File: config.mk
export PLATFORM = sky130hd
export DESIGN_NAME = exu_top
export DESIGN_NICKNAME = d
export VERILOG_FILES = /design/src/verilog/exu_pkg.sv /design/src/verilog/exu_wb_slave.sv /design/src/verilog/exu_hazard.sv /design/src/verilog/exu_alu.sv /design/src/verilog/exu_mul_pipe.sv /design/src/verilog/exu_regfile.sv /design/src/verilog/exu_top.sv
export VERILOG_INCLUDE_DIRS = /design/src /design/src/include
export SDC_FILE = /design/constraint.sdc
export NUM_CORES = 2
export LEC_CHECK = 0
export BUFFER_PORTS_ARGS = -buffer_cell sky130_fd_sc_hd__buf_2
export CORE_MARGIN = 2
export CORE_UTILIZATION = 50
export DETAILED_ROUTE_END_ITERATION = 8
export GPL_TIMING_DRIVEN = 1
export HOLD_SLACK_MARGIN = 0.03
export PLACE_DENSITY = 0.73
export SLEW_MARGIN = 20
export SYNTH_ARGS = -nofsm -noshare
export SYNTH_HDL_FRONTEND = slang
export SYNTH_SLANG_ARGS = --single-unit
File: constraint.sdc
create_clock -name clk_i -period 17.6 [get_ports clk_i]
set_input_delay 5.28 -clock clk_i [delete_from_list [all_inputs] [get_ports clk_i]]
set_output_delay 5.28 -clock clk_i [all_outputs]
set_load 0.005 [all_outputs]
File: src/include/exu_config.svh
`ifndef EXU_CONFIG_SVH
`define EXU_CONFIG_SVH

// Datapath width of every register and result
`define EXU_XLEN 32

// Register bank depth, index width is fixed at 4 bits
`define EXU_NREGS 16

// Multiply pipe depth, one stage per cycle
`define EXU_MUL_STAGES 5

`endif

File: src/verilog/exu_pkg.sv
`include "exu_config.svh"

package exu_pkg;

  typedef logic [`EXU_XLEN-1:0] data_t;
  typedef logic [3:0]           reg_idx_t;
  typedef logic [15:0]          imm_t;
  typedef logic [3:0]           wb_addr_t;

  // Opcode field of the operation word, bits 31 to 28
  typedef enum logic [3:0] {
    OP_ADD = 4'd0,
    OP_SUB = 4'd1,
    OP_AND = 4'd2,
    OP_OR  = 4'd3,
    OP_XOR = 4'd4,
    OP_LI  = 4'd5,
    OP_MUL = 4'd6,
    OP_NOP = 4'd7
  } opcode_t;

endpackage

File: src/verilog/exu_wb_slave.sv
`timescale 1ns/1ps

module exu_wb_slave (
  input  logic               clk_i,
  input  logic               rst_i,
  input  logic               wb_cyc_i,
  input  logic               wb_stb_i,
  input  logic               wb_we_i,
  input  exu_pkg::wb_addr_t  wb_adr_i,
  input  exu_pkg::data_t     wb_dat_i,
  output exu_pkg::data_t     wb_dat_o,
  output logic               wb_ack_o,
  input  logic               issue_ok_i,
  input  logic               read_ok_i,
  input  exu_pkg::data_t     rd_data_i,
  output logic               issue_valid_o,
  output exu_pkg::opcode_t   opcode_o,
  output exu_pkg::reg_idx_t  rd_o,
  output exu_pkg::reg_idx_t  rs1_o,
  output exu_pkg::reg_idx_t  rs2_o,
  output exu_pkg::imm_t      imm_o,
  output exu_pkg::reg_idx_t  read_idx_o
);
  import exu_pkg::*;

  logic       req;
  logic       accept_wr;
  logic       accept_rd;
  logic [3:0] op_raw;

  // A request is live until its ack has been given
  assign req           = wb_cyc_i && wb_stb_i && !wb_ack_o;
  assign issue_valid_o = req && wb_we_i;
  assign accept_wr     = issue_valid_o && issue_ok_i;
  assign accept_rd     = req && !wb_we_i && read_ok_i;

  // Operation word fields
  assign op_raw     = wb_dat_i[31:28];
  assign rd_o       = wb_dat_i[27:24];
  assign rs1_o      = wb_dat_i[23:20];
  assign rs2_o      = wb_dat_i[19:16];
  assign imm_o      = wb_dat_i[15:0];
  assign read_idx_o = reg_idx_t'(wb_adr_i);

  // Unknown opcodes behave as NOP
  always_comb begin
    if (op_raw > 4'(OP_MUL)) begin
      opcode_o = OP_NOP;
    end else begin
      opcode_o = opcode_t'(op_raw);
    end
  end

  always_ff @(posedge clk_i or negedge rst_i) begin
    if (!rst_i) begin
      wb_ack_o <= 1'b0;
    end else begin
      wb_ack_o <= accept_wr || accept_rd;
    end
  end

  // Read data lines up with the ack cycle
  always_ff @(posedge clk_i) begin
    if (accept_rd) begin
      wb_dat_o <= rd_data_i;
    end
  end

endmodule

File: src/verilog/exu_hazard.sv
`timescale 1ns/1ps
`include "exu_config.svh"

module exu_hazard (
  input  logic                                    issue_valid_i,
  input  exu_pkg::opcode_t                        opcode_i,
  input  exu_pkg::reg_idx_t                       rd_i,
  input  exu_pkg::reg_idx_t                       rs1_i,
  input  exu_pkg::reg_idx_t                       rs2_i,
  input  exu_pkg::reg_idx_t                       read_idx_i,
  input  logic                                    alu_busy_i,
  input  exu_pkg::reg_idx_t                       alu_rd_i,
  input  logic [`EXU_MUL_STAGES-1:0]              mul_valid_i,
  input  exu_pkg::reg_idx_t [`EXU_MUL_STAGES-1:0] mul_rd_i,
  output logic                                    issue_ok_o,
  output logic                                    read_ok_o
);
  import exu_pkg::*;

  logic [`EXU_NREGS-1:0] pending;
  logic                  alu_path_op;
  logic                  reg_busy;
  logic                  wb_collision;

  // Scoreboard of destinations still in flight
  always_comb begin
    pending = '0;
    if (alu_busy_i) begin
      pending[alu_rd_i] = 1'b1;
    end
    for (int s = 0; s < `EXU_MUL_STAGES; s++) begin
      if (mul_valid_i[s]) begin
        pending[mul_rd_i[s]] = 1'b1;
      end
    end
    // r0 never waits on anything
    pending[0] = 1'b0;
  end

  assign alu_path_op = (opcode_i != OP_MUL) && (opcode_i != OP_NOP);
  assign reg_busy    = pending[rs1_i] || pending[rs2_i] || pending[rd_i];

  // ALU result lands one cycle after issue, same edge as a multiply now in stage four
  assign wb_collision = alu_path_op && mul_valid_i[`EXU_MUL_STAGES-2];

  assign issue_ok_o = issue_valid_i && !reg_busy && !wb_collision;
  assign read_ok_o  = !pending[read_idx_i];

endmodule

File: src/verilog/exu_alu.sv
`timescale 1ns/1ps
`include "exu_config.svh"

module exu_alu (
  input  logic               clk_i,
  input  logic               rst_i,
  input  logic               issue_i,
  input  exu_pkg::opcode_t   opcode_i,
  input  exu_pkg::reg_idx_t  rd_i,
  input  exu_pkg::imm_t      imm_i,
  input  exu_pkg::data_t     a_i,
  input  exu_pkg::data_t     b_i,
  output logic               wb_valid_o,
  output exu_pkg::reg_idx_t  wb_rd_o,
  output exu_pkg::data_t     wb_data_o
);
  import exu_pkg::*;

  logic  alu_op;
  data_t result;

  assign alu_op = (opcode_i != OP_MUL) && (opcode_i != OP_NOP);

  always_comb begin
    case (opcode_i)
      OP_ADD:  result = a_i + b_i;
      OP_SUB:  result = a_i - b_i;
      OP_AND:  result = a_i & b_i;
      OP_OR:   result = a_i | b_i;
      OP_XOR:  result = a_i ^ b_i;
      // Zero-extended immediate
      OP_LI:   result = {{(`EXU_XLEN-$bits(imm_t)){1'b0}}, imm_i};
      default: result = '0;
    endcase
  end

  always_ff @(posedge clk_i or negedge rst_i) begin
    if (!rst_i) begin
      wb_valid_o <= 1'b0;
    end else begin
      wb_valid_o <= issue_i && alu_op;
    end
  end

  always_ff @(posedge clk_i) begin
    if (issue_i) begin
      wb_rd_o   <= rd_i;
      wb_data_o <= result;
    end
  end

endmodule

File: src/verilog/exu_mul_pipe.sv
`timescale 1ns/1ps
`include "exu_config.svh"

module exu_mul_pipe (
  input  logic                                    clk_i,
  input  logic                                    rst_i,
  input  logic                                    issue_i,
  input  exu_pkg::opcode_t                        opcode_i,
  input  exu_pkg::reg_idx_t                       rd_i,
  input  exu_pkg::data_t                          a_i,
  input  exu_pkg::data_t                          b_i,
  output logic [`EXU_MUL_STAGES-1:0]              stage_valid_o,
  output exu_pkg::reg_idx_t [`EXU_MUL_STAGES-1:0] stage_rd_o,
  output logic                                    wb_valid_o,
  output exu_pkg::reg_idx_t                       wb_rd_o,
  output exu_pkg::data_t                          wb_data_o
);
  import exu_pkg::*;

  logic [`EXU_MUL_STAGES-1:0] valid_q;
  reg_idx_t                   rd_q   [`EXU_MUL_STAGES];
  data_t                      prod_q [`EXU_MUL_STAGES];
  logic                       start;
  data_t                      product;

  assign start   = issue_i && (opcode_i == OP_MUL);
  // Only the low word of the product is kept
  assign product = a_i * b_i;

  always_ff @(posedge clk_i or negedge rst_i) begin
    if (!rst_i) begin
      valid_q <= '0;
    end else begin
      valid_q <= {valid_q[`EXU_MUL_STAGES-2:0], start};
    end
  end

  // Payload shifts every cycle, valid bits qualify it
  always_ff @(posedge clk_i) begin
    rd_q[0]   <= rd_i;
    prod_q[0] <= product;
    for (int s = 1; s < `EXU_MUL_STAGES; s++) begin
      rd_q[s]   <= rd_q[s-1];
      prod_q[s] <= prod_q[s-1];
    end
  end

  always_comb begin
    for (int s = 0; s < `EXU_MUL_STAGES; s++) begin
      stage_rd_o[s] = rd_q[s];
    end
  end

  assign stage_valid_o = valid_q;
  assign wb_valid_o    = valid_q[`EXU_MUL_STAGES-1];
  assign wb_rd_o       = rd_q[`EXU_MUL_STAGES-1];
  assign wb_data_o     = prod_q[`EXU_MUL_STAGES-1];

endmodule

File: src/verilog/exu_regfile.sv
`timescale 1ns/1ps
`include "exu_config.svh"

module exu_regfile (
  input  logic               clk_i,
  input  logic               rst_i,
  input  exu_pkg::reg_idx_t  rs1_i,
  input  exu_pkg::reg_idx_t  rs2_i,
  input  exu_pkg::reg_idx_t  dbg_idx_i,
  output exu_pkg::data_t     rs1_data_o,
  output exu_pkg::data_t     rs2_data_o,
  output exu_pkg::data_t     dbg_data_o,
  input  logic               alu_wb_valid_i,
  input  exu_pkg::reg_idx_t  alu_wb_rd_i,
  input  exu_pkg::data_t     alu_wb_data_i,
  input  logic               mul_wb_valid_i,
  input  exu_pkg::reg_idx_t  mul_wb_rd_i,
  input  exu_pkg::data_t     mul_wb_data_i
);
  import exu_pkg::*;

  data_t    regs_q [`EXU_NREGS];
  logic     wr_en;
  reg_idx_t wr_idx;
  data_t    wr_data;

  // Single write port, issue logic keeps the two pipes apart
  always_comb begin
    if (alu_wb_valid_i) begin
      wr_idx  = alu_wb_rd_i;
      wr_data = alu_wb_data_i;
    end else begin
      wr_idx  = mul_wb_rd_i;
      wr_data = mul_wb_data_i;
    end
    wr_en = (alu_wb_valid_i || mul_wb_valid_i) && (wr_idx != '0);
  end

  always_ff @(posedge clk_i or negedge rst_i) begin
    if (!rst_i) begin
      for (int i = 0; i < `EXU_NREGS; i++) begin
        regs_q[i] <= '0;
      end
    end else if (wr_en) begin
      regs_q[wr_idx] <= wr_data;
    end
  end

  // r0 stays zero since it is never written
  assign rs1_data_o = regs_q[rs1_i];
  assign rs2_data_o = regs_q[rs2_i];
  assign dbg_data_o = regs_q[dbg_idx_i];

endmodule

File: src/verilog/exu_top.sv
`timescale 1ns/1ps
`include "exu_config.svh"

module exu_top (
  input  logic               clk_i,
  input  logic               rst_i,
  input  logic               wb_cyc_i,
  input  logic               wb_stb_i,
  input  logic               wb_we_i,
  input  exu_pkg::wb_addr_t  wb_adr_i,
  input  exu_pkg::data_t     wb_dat_i,
  output exu_pkg::data_t     wb_dat_o,
  output logic               wb_ack_o
);
  import exu_pkg::*;

  // Issue side
  logic     issue_valid;
  logic     issue_ok;
  logic     read_ok;
  opcode_t  opcode;
  reg_idx_t rd;
  reg_idx_t rs1;
  reg_idx_t rs2;
  imm_t     imm;
  reg_idx_t read_idx;
  data_t    rs1_data;
  data_t    rs2_data;
  data_t    read_data;

  // Writeback side
  logic                             alu_wb_valid;
  reg_idx_t                         alu_wb_rd;
  data_t                            alu_wb_data;
  logic                             mul_wb_valid;
  reg_idx_t                         mul_wb_rd;
  data_t                            mul_wb_data;
  logic [`EXU_MUL_STAGES-1:0]       mul_stage_valid;
  reg_idx_t [`EXU_MUL_STAGES-1:0]   mul_stage_rd;

  exu_wb_slave u_wb_slave (
    .clk_i         (clk_i),
    .rst_i         (rst_i),
    .wb_cyc_i      (wb_cyc_i),
    .wb_stb_i      (wb_stb_i),
    .wb_we_i       (wb_we_i),
    .wb_adr_i      (wb_adr_i),
    .wb_dat_i      (wb_dat_i),
    .wb_dat_o      (wb_dat_o),
    .wb_ack_o      (wb_ack_o),
    .issue_ok_i    (issue_ok),
    .read_ok_i     (read_ok),
    .rd_data_i     (read_data),
    .issue_valid_o (issue_valid),
    .opcode_o      (opcode),
    .rd_o          (rd),
    .rs1_o         (rs1),
    .rs2_o         (rs2),
    .imm_o         (imm),
    .read_idx_o    (read_idx)
  );

  exu_hazard u_hazard (
    .issue_valid_i (issue_valid),
    .opcode_i      (opcode),
    .rd_i          (rd),
    .rs1_i         (rs1),
    .rs2_i         (rs2),
    .read_idx_i    (read_idx),
    .alu_busy_i    (alu_wb_valid),
    .alu_rd_i      (alu_wb_rd),
    .mul_valid_i   (mul_stage_valid),
    .mul_rd_i      (mul_stage_rd),
    .issue_ok_o    (issue_ok),
    .read_ok_o     (read_ok)
  );

  // issue_ok is the accepted-write pulse
  exu_alu u_alu (
    .clk_i      (clk_i),
    .rst_i      (rst_i),
    .issue_i    (issue_ok),
    .opcode_i   (opcode),
    .rd_i       (rd),
    .imm_i      (imm),
    .a_i        (rs1_data),
    .b_i        (rs2_data),
    .wb_valid_o (alu_wb_valid),
    .wb_rd_o    (alu_wb_rd),
    .wb_data_o  (alu_wb_data)
  );

  exu_mul_pipe u_mul_pipe (
    .clk_i         (clk_i),
    .rst_i         (rst_i),
    .issue_i       (issue_ok),
    .opcode_i      (opcode),
    .rd_i          (rd),
    .a_i           (rs1_data),
    .b_i           (rs2_data),
    .stage_valid_o (mul_stage_valid),
    .stage_rd_o    (mul_stage_rd),
    .wb_valid_o    (mul_wb_valid),
    .wb_rd_o       (mul_wb_rd),
    .wb_data_o     (mul_wb_data)
  );

  exu_regfile u_regfile (
    .clk_i          (clk_i),
    .rst_i          (rst_i),
    .rs1_i          (rs1),
    .rs2_i          (rs2),
    .dbg_idx_i      (read_idx),
    .rs1_data_o     (rs1_data),
    .rs2_data_o     (rs2_data),
    .dbg_data_o     (read_data),
    .alu_wb_valid_i (alu_wb_valid),
    .alu_wb_rd_i    (alu_wb_rd),
    .alu_wb_data_i  (alu_wb_data),
    .mul_wb_valid_i (mul_wb_valid),
    .mul_wb_rd_i    (mul_wb_rd),
    .mul_wb_data_i  (mul_wb_data)
  );

endmodule

* Word level (Yosys, flattened, before mapping) *
Memories as Yosys holds them, arrays and structs flattened.
Index checks and enable logic that the tools add are counted.
Widths: inputs -> output; s select.

word-level totals
  flip-flop bits (word level) = 587
  memory bits (writable) = 180
  input bits = 41
  output and inout bits = 33
  memories kept = 2

memories
  name               depth  bits a word  rd ports  clocked after memory_dff  write ports  RTL line            text
  u_mul_pipe.prod_q  5      32           5         0                         5            exu_mul_pipe.sv:22  data_t prod_q [`EXU_MUL_STAGES];
  u_mul_pipe.rd_q    5      4            5         0                         5            exu_mul_pipe.sv:21  reg_idx_t rd_q [`EXU_MUL_STAGES];

cells by class
  add/sub/neg operators = 2
  multipliers = 1
  order comparisons = 22
  eq/ne operators = 8
  muxes and demuxes = 42
  bitwise operators = 12
  reduce and logical (&&, ||, !) cells = 31

operators by type and width
  kind                count
  $bwmux 512          1
  $bmux 32 s4         3
  $mux 32             8
  $pmux 32 s6         1
  $demux 32 s4        1
  $mux 16             6
  $or 16x16->16       5
  $lt 4x5->1 const B  10
  $add 32x32->32      1
  $and 32x32->32      1
  $mul 32x32->32      1
  $or 32x32->32       1
  $sub 32x32->32      1
  $xor 32x32->32      1
  $demux 1 s4         6
  $ge 4x1->1 const B  6
  $ge 5x5->1 const B  4
  $logic_and 1x1->1   20
  $not 4->5           4
  $bmux 1 s4          4
  $eq 4x3->1 const B  3
  $mux 1              10
  $eq 4x2->1 const B  2
  $mux 4              2
  8 further kinds     16

* Depth between registers and ports, before layout *
  depth in word-level cells = 24
  depth in mapped cells = 39
  gate-level depth less buffers = 33

* Cells and area by module *
Synthesis repeated with hierarchy kept, for this count alone.

second synthesis, totals
  cell total of the unflattened synthesis = 4,779
  area, all modules = 58,408.5 sq um

modules (own cells, without submodules)
  module        instances  cells each  area an instance (sq um)
  exu_regfile   1          1,982       30,757.0
  exu_mul_pipe  1          1,908       19,606.3
  exu_alu       1          634         5,340.1
  exu_hazard    1          178         1,391.3
  exu_wb_slave  1          77          1,313.8

* Least setup slack after synthesis *
OpenSTA, ideal clock, no wires.

  kind = input to register
  start point = input port wb_dat_i[20]
  end point = memory u_mul_pipe.prod_q[0][31] (netlist bit)
  library setup time = 0.122 ns
  data arrival time = 13.768 ns
  data required time = 17.478 ns
  setup slack = 3.709 ns
  stages on the path = 38
  path buffers = 7
  cell sequence = clkbuf_1 > buf_4 > buf_4 > buf_2 > buf_2 > buf_2 > a211oi_1 > a211oi_1 > a21o_1 > o21ai_1 > inv_1 > clkbuf_1 > nand2_1 > fa_1 > inv_1 > fa_1 > fa_1 > inv_1 > [2 not listed] > fa_1 > inv_1 > fa_1 > inv_1 > fa_1 > fa_1 > ha_1 > a21o_1 > a21o_1 > a21o_1 > a21o_1 > a21oi_1 > a21oi_1 > o21ai_0 > a21oi_1 > nor3_1 > o21ai_0 > xnor2_1

RTL lines
  element      RTL line            text
  from (decl)  exu_top.sv:11       input exu_pkg::data_t wb_dat_i,
  to (decl)    exu_mul_pipe.sv:22

==> reports/qor.csv <==
stage,metric,value,unit
status,outcome,completed,
run,max cap viols,0,
critical_path,Worst Path Arrival,15.43,ns
grt,vias in the first global route,43153,
sta,Max Clk Rate,67.2,MHz
grt,total congestion overflow,0,
clock_tree,H-tree level count,3,
synthesis,synth unique cells,76,
layout,Final #Nets,5841,
synthesis,"EDFF count, synth",68,
sta,Setup TNS,0,ns
synthesis,Post-Synthesis Cells,5267,
synthesis,Yosys reg bits,767,
critical_path,FF-to-FF setup slack,8.12,ns
layout,Fillers,9526,
layout,"non-filler cells, final",6731,
sta,endpoints failing setup,0,
clock_tree,clock latency on the worst-skew pair,0.69,ns
synthesis,Synth Net Count,5936,
critical_path,crit path max-delay cell type,o21ai_0,
route,via count,42799,
route,final WL,183,mm
placed_design,routability cong.,1.02,
grt,antenna violations before repair,7,
clock_tree,TritonCTS Buffers,85,
sta,Relative slew margins,17.0,%
sta,final hold vios,0,
sta,Worst Skew,0.0351,ns
floorplan,Chip Width,338,um
layout,area delta synth->final,8.60,%
floorplan,Die Y,338,um
clock_tree,Clock transition at path regs,0.06,ns
critical_path,CP Data Required Time,18.16,ns
clock_tree,post-CTS sizing,0,
layout,final core occ,54.7,%
critical_path,RR Startpoint,u_regfile.regs_q[258],
layout,share of cells above drive strength 1,16.4,%
critical_path,Critical Path Source,wb_dat_i[16],
grt,All-Layer GR Usage,32.3,%
clock_tree,CTS root buffer,clkbuf_16,
floorplan,Die Area,0.114,mm2
layout,ANT cells,0,
sta,RSZ-0062 raised after global routing,no,
placed_design,I/O Buffers,73,
critical_path,critical path type,input pin to flip-flop,
clock_tree,maximum clock insertion buffer count,3,
critical_path,cell mode on critical path,fa_1,
route,Routed Antenna Nets,0,
floorplan,I/O pins,74,
route,Initial DRC Count,5569,
critical_path,Setup crit start kind,input pin,
worst_hold_path,hold_sp,u_mul_pipe.prod_q[0][26],
route,vias per inst,6.36,
critical_path,CP Capture Type,flip-flop,
critical_path,Worst Path Buf+Inv,9,
placed_design,Placed Cells,6573,
clock_tree,CTS tree,built,
power,LEAKAGE,26.3,nW
critical_path,Critical Path Max Stage Delay,0.86,ns
route,TritonRoute pass-1 iters,8,
sta,Tcrit/Tclk final,84.5,%
floorplan,initial core utilization,50.4,%
route,routed len/inst,27.2,um
sta,"Slew Viols, Final",0,
floorplan,Rows,122,
placed_design,Post-DP HPWL,124,mm
synthesis,syn avg cell area,10.6,um2
power,P per Cell Area,82.6,mW/mm2
clock_tree,Post-CTS Setup Bufs,0,
worst_hold_path,Min-Delay Path Class,flip-flop to flip-flop,
synthesis,number of synthesis warnings,0,
sta,Slew @ Worst Pin,1.22,ns
synthesis,Main synth FF type,dfrtp_1,
critical_path,Crit path max-delay family,adder cells,
clock_tree,# clock sinks,767,
grt,first-pass GRT wire length,276,mm
synthesis,post-synthesis async set-or-reset flop share,67.7,%
clock_tree,Post-CTS Hold Fix Bufs,0,
synthesis,sequential area share after synthesis,33.4,%
sta,min Tclk post-route,14.88,ns
synthesis,Post-Synthesis Cell Area,0.0559,mm2
route,Remaining DRCs,0,
grt,largest net degree at the start of global routing,118,
power,peak supply drop,85.4,uV
critical_path,crit path max fanout,62,
floorplan,CORE AREA,0.111,mm2
[metal layers]
| layer | track usage [%] | up-vias | part of all wire [%] |
|---|---|---|---|
| met1 | 43.5 | 21377 | 37 |
| li1 | - | 17789 | - |
| met5 | 0 | - | 0.025 |
| met4 | 15.0 | 8 | 5.7 |
| met2 | 48.4 | 2995 | 44 |
| met3 | 9.38 | 630 | 14 |
[layout by cell type, fill, tap and decap left out, types with 50 or more instances in the layout]
cell type	instances
a21oi_1	114
buf_2	65
buf_4	121
clkbuf_16	91
dfrtp_1	518
dfxtp_1	180
edfxtp_1	68
fa_1	409
ha_1	219
inv_1	509
mux2i_1	94
mux4_2	408
nand2_1	724
nor2_1	476
o21ai_0	512
o22ai_1	50
xnor2_1	104
[registers in the layout (all words and copies together), names as in the netlist]
| signal | cells |
|---|---|
| u_wb_slave.wb_ack_o | 1 |
| u_alu.wb_rd_o | 4 |
| u_mul_pipe.stage_valid_o | 5 |
| u_alu.wb_data_o | 32 |
| u_alu.wb_valid_o | 1 |
| u_mul_pipe.rd_q | 20 |
| u_regfile.regs_q | 512 |
| u_mul_pipe.prod_q | 160 |
| u_wb_slave.wb_dat_o | 32 |
[cell type report]
type,count,area (um2),area share (%)
clock buffer,124,2540,4.19
clock inverter,34,309,0.509
inverter,528,1980,3.27
multi-input combinational,3596,34000,56.0
sequential,767,18600,30.7
tap,1488,1860,3.07
timing repair buffer,194,1360,2.24
[report_power, final]
part / internal [mW] / switching (mW) / total [mW] / leakage [nW]
Sequential: 1.97 / 0.113 / 2.08 / 9.33
Combinational: 0.423 / 0.710 / 1.13 / 15.6
Clock: 1.03 / 0.770 / 1.80 / 1.41
[stage by stage]
step / power [mW] / setup WS [ns] / hold slack, ns / cell area, um2
finish: 5.01 / 2.72 / 0.306 / 60700
floorplan: 2.80 / 3.71 / 0.310 / 55900
global route: 5.21 / 2.28 / 0.314 / 60700
CTS: 5.00 / 2.84 / 0.300 / 60600
detailed placement: 3.21 / 2.19 / 0.312 / 57700
global placement: 3.18 / 2.29 / 0.310 / 57700
[cells in the mapped netlist (all sizes together), types with 33 or more instances]
cell type | count | area (um2)
nand2b | 33 | 206
o22ai | 50 | 313
mux4 | 408 | 9190
inv | 512 | 1920
mux2i | 117 | 1180
a221oi | 42 | 392
dfxtp | 180 | 3600
clkbuf | 283 | 1060
nand2 | 738 | 2770
fa | 409 | 8190
ha | 219 | 2740
xnor2 | 104 | 911
buf | 93 | 495
a21oi | 118 | 591
nor2 | 476 | 1790
o21ai | 533 | 2680
edfxtp | 68 | 2040
dfrtp | 519 | 13000
[path summary, 6_finish.rpt]
kind	to	cells past startpoint
min in group asynchronous	u_regfile.regs_q[353]	1
worst min register to register	u_mul_pipe.prod_q[0][58]	0
worst max-delay path	u_mul_pipe.prod_q[0][31]	33
worst max register to register	u_mul_pipe.prod_q[0][31]	29
max in group asynchronous	u_regfile.regs_q[108]	3
worst min-delay path	u_mul_pipe.prod_q[0][58]	0
[cells by family after synthesis]
family | count (synthesis) | share of synthesized area (%)
buffers and inverters | 904 | 6.34
adders and majority gates | 628 | 19.6
muxes | 553 | 19.1
and+or+nand+nor | 1383 | 10.1
DFF | 767 | 33.4
AOI/OAI and AO/OA | 894 | 9.29
xor gates and xnor gates | 138 | 2.26
No activity file was read; power rests on OpenSTA's default activity.
